===== config.mk =====
export PLATFORM = sky130hd
export DESIGN_NAME = axi_excl_monitor
export DESIGN_NICKNAME = d
export VERILOG_FILES = /design/src/excl_pkg.sv /design/src/axi_excl_monitor.sv
export SDC_FILE = /design/constraint.sdc
export NUM_CORES = 1
export LEC_CHECK = 0
export ABC_AREA = 1
export BUFFER_PORTS_ARGS = -buffer_cell sky130_fd_sc_hd__buf_2
export CAP_MARGIN = 20
export CORE_AREA = 2 2 149 151
export DETAILED_ROUTE_END_ITERATION = 6
export DIE_AREA = 0 0 151 153
export PLACE_DENSITY_LB_ADDON = 0.25
export SLEW_MARGIN = 20
export SYNTH_ARGS = -nofsm -noshare
export SYNTH_HDL_FRONTEND = slang
export SYNTH_SLANG_ARGS = --single-unit

===== constraint.sdc =====
create_clock -name clk -period 5.74 [get_ports clk]
set_input_delay 1.148 -clock clk [delete_from_list [all_inputs] [get_ports clk]]
set_output_delay 1.148 -clock clk [all_outputs]
set_load 0.005 [all_outputs]

===== src/excl_pkg.sv =====
package excl_pkg;

    ////////////////////
    // Bus widths
    ////////////////////

    typedef logic [31:0] addr_t;
    typedef logic [31:0] data_t;
    typedef logic [3:0]  strb_t;
    typedef logic [3:0]  id_t;
    typedef logic [1:0]  resp_t;

    // AXI response codes
    localparam resp_t RESP_OKAY   = 2'b00;
    localparam resp_t RESP_EXOKAY = 2'b01;
    localparam resp_t RESP_SLVERR = 2'b10;
    localparam resp_t RESP_DECERR = 2'b11;

    ////////////////////
    // Channel payloads
    ////////////////////

    typedef struct packed {
        id_t        id;
        addr_t      addr;
        logic [7:0] len;
        logic [2:0] size;
        logic [1:0] burst;
        logic       lock;
    } axi_ar_t;

    // Same layout as AR
    typedef struct packed {
        id_t        id;
        addr_t      addr;
        logic [7:0] len;
        logic [2:0] size;
        logic [1:0] burst;
        logic       lock;
    } axi_aw_t;

    typedef struct packed {
        data_t data;
        strb_t strb;
        logic  last;
    } axi_w_t;

    typedef struct packed {
        id_t   id;
        resp_t resp;
    } axi_b_t;

    typedef struct packed {
        id_t   id;
        data_t data;
        resp_t resp;
        logic  last;
    } axi_r_t;

    // Exclusive monitor FSM
    typedef enum logic [1:0] {
        IDLE,
        READ,
        WRITE
    } excl_state_e;

endpackage


===== src/axi_excl_monitor.sv =====
`timescale 1ns/1ns

module axi_excl_monitor
    import excl_pkg::*;
(
    input  logic    clk,
    input  logic    rst_n,

    // CPU side, AXI4 slave
    input  axi_ar_t cpu_ar,
    input  logic    cpu_ar_valid,
    output logic    cpu_ar_ready,
    input  axi_aw_t cpu_aw,
    input  logic    cpu_aw_valid,
    output logic    cpu_aw_ready,
    input  axi_w_t  cpu_w,
    input  logic    cpu_w_valid,
    output logic    cpu_w_ready,
    output axi_b_t  cpu_b,
    output logic    cpu_b_valid,
    input  logic    cpu_b_ready,
    output axi_r_t  cpu_r,
    output logic    cpu_r_valid,
    input  logic    cpu_r_ready,

    // Memory side, AXI4 master
    output axi_ar_t mem_ar,
    output logic    mem_ar_valid,
    input  logic    mem_ar_ready,
    output axi_aw_t mem_aw,
    output logic    mem_aw_valid,
    input  logic    mem_aw_ready,
    output axi_w_t  mem_w,
    output logic    mem_w_valid,
    input  logic    mem_w_ready,
    input  axi_b_t  mem_b,
    input  logic    mem_b_valid,
    output logic    mem_b_ready,
    input  axi_r_t  mem_r,
    input  logic    mem_r_valid,
    output logic    mem_r_ready
);

    excl_state_e state;
    logic        ar_done;
    logic        aw_done;
    logic        w_done;

    // Current transaction
    logic        cur_lock;
    logic        cur_atomic_err;
    addr_t       cur_addr;

    // Single reservation
    logic        resv_valid;
    addr_t       resv_addr;

    logic        rd_sel;
    logic        wr_sel;
    logic        aw_err;
    logic        sc_fail;
    logic        ar_hs;
    logic        aw_hs;
    logic        w_hs;
    logic        r_hs;
    logic        b_hs;

    // A pending read wins over a pending write in IDLE
    assign rd_sel = (state == READ) || (state == IDLE && cpu_ar_valid);
    assign wr_sel = (state == WRITE) || (state == IDLE && !cpu_ar_valid && cpu_aw_valid);

    ////////////////////
    // Read path
    ////////////////////

    assign mem_ar_valid = rd_sel && !ar_done && cpu_ar_valid;
    assign cpu_ar_ready = rd_sel && !ar_done && mem_ar_ready;

    always_comb begin
        mem_ar      = cpu_ar;
        // Memory does not see the lock bit
        mem_ar.lock = 1'b0;
    end

    assign cpu_r_valid = (state == READ) && ar_done && mem_r_valid;
    assign mem_r_ready = (state == READ) && ar_done && cpu_r_ready;

    always_comb begin
        cpu_r = mem_r;
        // Error responses pass through untouched
        if (cur_lock && mem_r.resp == RESP_OKAY) begin
            cpu_r.resp = RESP_EXOKAY;
        end
    end

    ////////////////////
    // Write path
    ////////////////////

    // Store-conditional fails without a matching reservation
    assign aw_err  = cpu_aw.lock && !(resv_valid && resv_addr == cpu_aw.addr);
    assign sc_fail = aw_done ? cur_atomic_err : aw_err;

    assign mem_aw_valid = wr_sel && !aw_done && cpu_aw_valid;
    assign cpu_aw_ready = wr_sel && !aw_done && mem_aw_ready;

    always_comb begin
        mem_aw      = cpu_aw;
        mem_aw.lock = 1'b0;
    end

    assign mem_w_valid = wr_sel && !w_done && cpu_w_valid;
    assign cpu_w_ready = wr_sel && !w_done && mem_w_ready;

    always_comb begin
        mem_w = cpu_w;
        // Failed SC still reaches memory but writes nothing
        if (sc_fail) begin
            mem_w.strb = '0;
        end
    end

    assign cpu_b_valid = (state == WRITE) && aw_done && w_done && mem_b_valid;
    assign mem_b_ready = (state == WRITE) && aw_done && w_done && cpu_b_ready;

    always_comb begin
        cpu_b = mem_b;
        if (cur_lock && !cur_atomic_err && mem_b.resp == RESP_OKAY) begin
            cpu_b.resp = RESP_EXOKAY;
        end
    end

    assign ar_hs = mem_ar_valid && mem_ar_ready;
    assign aw_hs = mem_aw_valid && mem_aw_ready;
    assign w_hs  = mem_w_valid && mem_w_ready;
    assign r_hs  = cpu_r_valid && cpu_r_ready;
    assign b_hs  = cpu_b_valid && cpu_b_ready;

    ////////////////////
    // Control state
    ////////////////////

    always_ff @(posedge clk) begin
        if (!rst_n) begin
            state          <= IDLE;
            ar_done        <= 1'b0;
            aw_done        <= 1'b0;
            w_done         <= 1'b0;
            cur_lock       <= 1'b0;
            cur_atomic_err <= 1'b0;
            resv_valid     <= 1'b0;
        end else begin
            case (state)
                IDLE: begin
                    if (cpu_ar_valid) begin
                        state <= READ;
                    end else if (cpu_aw_valid) begin
                        state <= WRITE;
                    end
                end
                READ: begin
                    if (r_hs) begin
                        state <= IDLE;
                    end
                end
                WRITE: begin
                    if (b_hs) begin
                        state <= IDLE;
                    end
                end
                default: state <= IDLE;
            endcase

            if (ar_hs) begin
                ar_done  <= 1'b1;
                cur_lock <= cpu_ar.lock;
            end else if (aw_hs) begin
                cur_lock       <= cpu_aw.lock;
                cur_atomic_err <= aw_err;
            end

            if (aw_hs) begin
                aw_done <= 1'b1;
            end else if (b_hs) begin
                aw_done <= 1'b0;
            end

            if (w_hs) begin
                w_done <= 1'b1;
            end else if (b_hs) begin
                w_done <= 1'b0;
            end

            if (r_hs) begin
                ar_done <= 1'b0;
            end

            // Reservation changes only when the response is handed over
            if (r_hs && cur_lock) begin
                resv_valid <= 1'b1;
            end else if (b_hs && resv_valid && resv_addr == cur_addr) begin
                resv_valid <= 1'b0;
            end
        end
    end

    always_ff @(posedge clk) begin
        if (ar_hs) begin
            cur_addr <= cpu_ar.addr;
        end else if (aw_hs) begin
            cur_addr <= cpu_aw.addr;
        end
        if (r_hs && cur_lock) begin
            resv_addr <= cur_addr;
        end
    end

endmodule


==> flow_metrics.env <==
export IMPL_clockPowerShare_pct=40.8
export IMPL_report_power_total_uw=1352
export IMPL_ys_seq_area_share_pct=39.40
export IMPL_fmax_mhz=274.1
export IMPL_start_util_pct=24.59
export IMPL_ant_nets=0
export IMPL_io_buffer_count=167
export IMPL_synth_edf_count=64
export IMPL_cts_max_path_buffers=2
export IMPL_fin_util_pct=25.06
export IMPL_overflow=0
export IMPL_cts_setup_buffers=0
export IMPL_clk_latency_ps=330
export IMPL_dpl_cell_count=864
export IMPL_worstSetupPathType="in2out"
export IMPL_p_int_uw=1014
export IMPL_routedWlPerCell_um=14.95
export IMPL_pwr_share_comb_pct=14.0
export IMPL_drcViolationCount=0
export IMPL_power_leakage_uw=0.002373
export IMPL_hold_path_class="reg2reg"
export IMPL_synth_distinct_cells=34
export IMPL_gp_congestion=0.7084
export IMPL_skew_ps=5.293
export IMPL_final_nets=790
export IMPL_seq_power_share_pct=45.2
export IMPL_post_route_period_util_pct=63.56
export IMPL_status="completed"
export IMPL_rsz0062_at_grt="no"
export IMPL_core_area_um2=21490
export IMPL_cts_htree_levels=3
export IMPL_dieArea_um2=23100
export IMPL_dp_hpwl_um=10530
export IMPL_cts_root_buf="clkbuf_16"
export IMPL_antenna_found_initial=0
export IMPL_final_hold_viol_count=0
export IMPL_grt_total_usage_pct=11.39
export IMPL_cp_arrival_ps=2500
export IMPL_cts_made_buffers=9
export IMPL_cp_data_required_time_ps=4590
export IMPL_p_per_area_nw_per_um2=251.0
export IMPL_p_sw_uw=337.3
export IMPL_clkTransAtPathRegs_ps=60
export IMPL_ys_async_sr_fraction_pct=0
export IMPL_via_per_inst=3.818
export IMPL_fin_area_um2=5385
export IMPL_areaGrowthSynthToFinish_pct=1.918
export IMPL_detailedRoute_firstIterationViolations=99
export IMPL_layout_drive_gt1_share_pct=41.17
export IMPL_max_cap_violations=0
export IMPL_numClockSinks=72
export IMPL_die_y_um=153
export IMPL_stdcell_count=880
export IMPL_syn_cell_area_um2=5284
export IMPL_p_sw_share_pct=24.96
export IMPL_layout_min_cycle_time_ps=3649
export IMPL_worst_path_max_fanout=4
export IMPL_totalWireLength_um=13160
export IMPL_finalSetupTns_ps=0
export IMPL_rows=54
export IMPL_report_final_setup_viol=0
export IMPL_ctsResizeCount=0
export IMPL_yosysWarnings=0
export IMPL_yosys_most_used_dff="edfxtp_1"
export IMPL_grt_pass1_wl_um=19330
export IMPL_die_w_um=151
export IMPL_io_pin_count=386
export IMPL_n_antenna_cell=0
export IMPL_first_global_vias=3325
export IMPL_dr_pass1_iters=4
export IMPL_vdd_ir_drop_max_mv=0.1348
export IMPL_syn_avg_cell_area_um2=8.851
export IMPL_synthCells=597
export IMPL_cp_start_kind="primary input"
export IMPL_tritoncts="yes"
export IMPL_slew_viol_final=0
export IMPL_ys_seq_elements=72
export IMPL_critPathCaptureType="output port"
export IMPL_place_area_um2=5079
export IMPL_cts_hold_buf=0
export IMPL_num_vias=3360
export IMPL_grt_max_degree=56
[layer usage]
metal / vias up / share of wire (%) / wire, um / track usage, %
met4: 0 / 3.0 / 391 / 5.162
met2: 161 / 47 / 6159 / 18.20
met1: 1472 / 43 / 5645 / 14.04
met3: 40 / 7.3 / 961 / 3.493
met5: - / 0 / 0 / 0
li1: 1687 / - / - / -
[cell type report]
cell class	instances	area, um2
clock buffer	10	229.0
multi-input combinational	284	1565
inverter	60	237.7
fill	2402	16100
timing repair buffer	169	863.3
clock inverter	5	57.56
tap	280	350.3
sequential	72	2082
[sequential cells by signal, summed over array words and instances (netlist names)]
register,count
w_done,1
cur_lock,1
aw_done,1
state,2
cur_atomic_err,1
resv_valid,1
resv_addr,32
cur_addr,32
ar_done,1
[cell families (layout without fill, tap and decap cells)]
group / Yosys count / count (layout) / share of synthesized area, %
AO/OA/AOI/OAI: 37 / 37 / 5.020
AND/OR/NAND/NOR: 204 / 204 / 17.52
other: 1 / 2 / 0.07097
flip-flops: 72 / 72 / 39.40
buffers and inverters: 242 / 244 / 31.19
XOR/XNOR: 41 / 41 / 6.796
[worst max-delay path, stage by stage]
cell and delay, ps:
buf_2 130, inv_1 70, nand2_1 80, nand2_1 50, nor2_1 110, nand2_1 90
nor2_1 150, nand2_1 70, nor2_1 80, nand2_1 100, nand3_1 90, nand2_1 100
nor2_1 110, buf_2 130
[path summary, 6_finish.rpt]
check	startpoint	end	slack, ps	depth (start not counted)
worst min register to register	cur_addr[13]$_DFFE_PP_	resv_addr[13]$_DFFE_PP_	460	0
worst max-delay path	cpu_aw[39]	mem_w[2]	2090	14
worst min-delay path	cur_addr[13]$_DFFE_PP_	resv_addr[13]$_DFFE_PP_	460	0
worst max register to register	state[0]$_SDFFE_PN0P_	cur_addr[0]$_DFFE_PP_	3650	7
[layout by cell type (no fill, tap or decap), types with 3 or more instances in the layout]
cell,n
a21oi_1,7
buf_2,167
clkbuf_16,9
dfxtp_1,8
edfxtp_1,64
inv_1,57
nand2_1,109
nand2_2,31
nand3_1,9
nand4_1,7
nor2_1,33
nor2_2,3
o21ai_0,3
o21ai_1,4
o21ai_2,19
or2_2,3
xnor2_1,39
[cell usage after synthesis (all sizes together) (2+ instances only)]
| cell | count | area [um2] |
|---|---|---|
| buf | 180 | 1403 |
| nand2 | 141 | 614.3 |
| edfxtp | 64 | 1922 |
| inv | 59 | 221.5 |
| xnor2 | 39 | 341.6 |
| nor2 | 38 | 157.7 |
| o21ai | 26 | 201.4 |
| nand3 | 9 | 45.04 |
| a21oi | 8 | 43.79 |
| dfxtp | 8 | 160.2 |
| nand4 | 7 | 43.79 |
| nor3 | 3 | 26.28 |
| or2 | 3 | 18.77 |
| and2 | 2 | 12.51 |
| clkbuf | 2 | 7.510 |
| xor2 | 2 | 17.52 |
[power groups by stage]
| stage | logic [uW] | clock network, uW | registers (uW) |
|---|---|---|---|
| floorplan | 198 | 0 | 620 |
| global placement | 196 | 0 | 622 |
| detailed placement | 195 | 0 | 622 |
| CTS | 196 | 573 | 611 |
| global route | 216 | 592 | 614 |
| finish | 189 | 551 | 611 |
[through the flow]
step / hold WS [ps] / setup slack (ps)
floorplan: 426.4 / 2552
global placement: 441.2 / 1938
detailed placement: 453.2 / 1971
CTS: 465.7 / 1963
global route: 478.0 / 1758
finish: 462.5 / 2091
(Power assumes the default switching activity.)
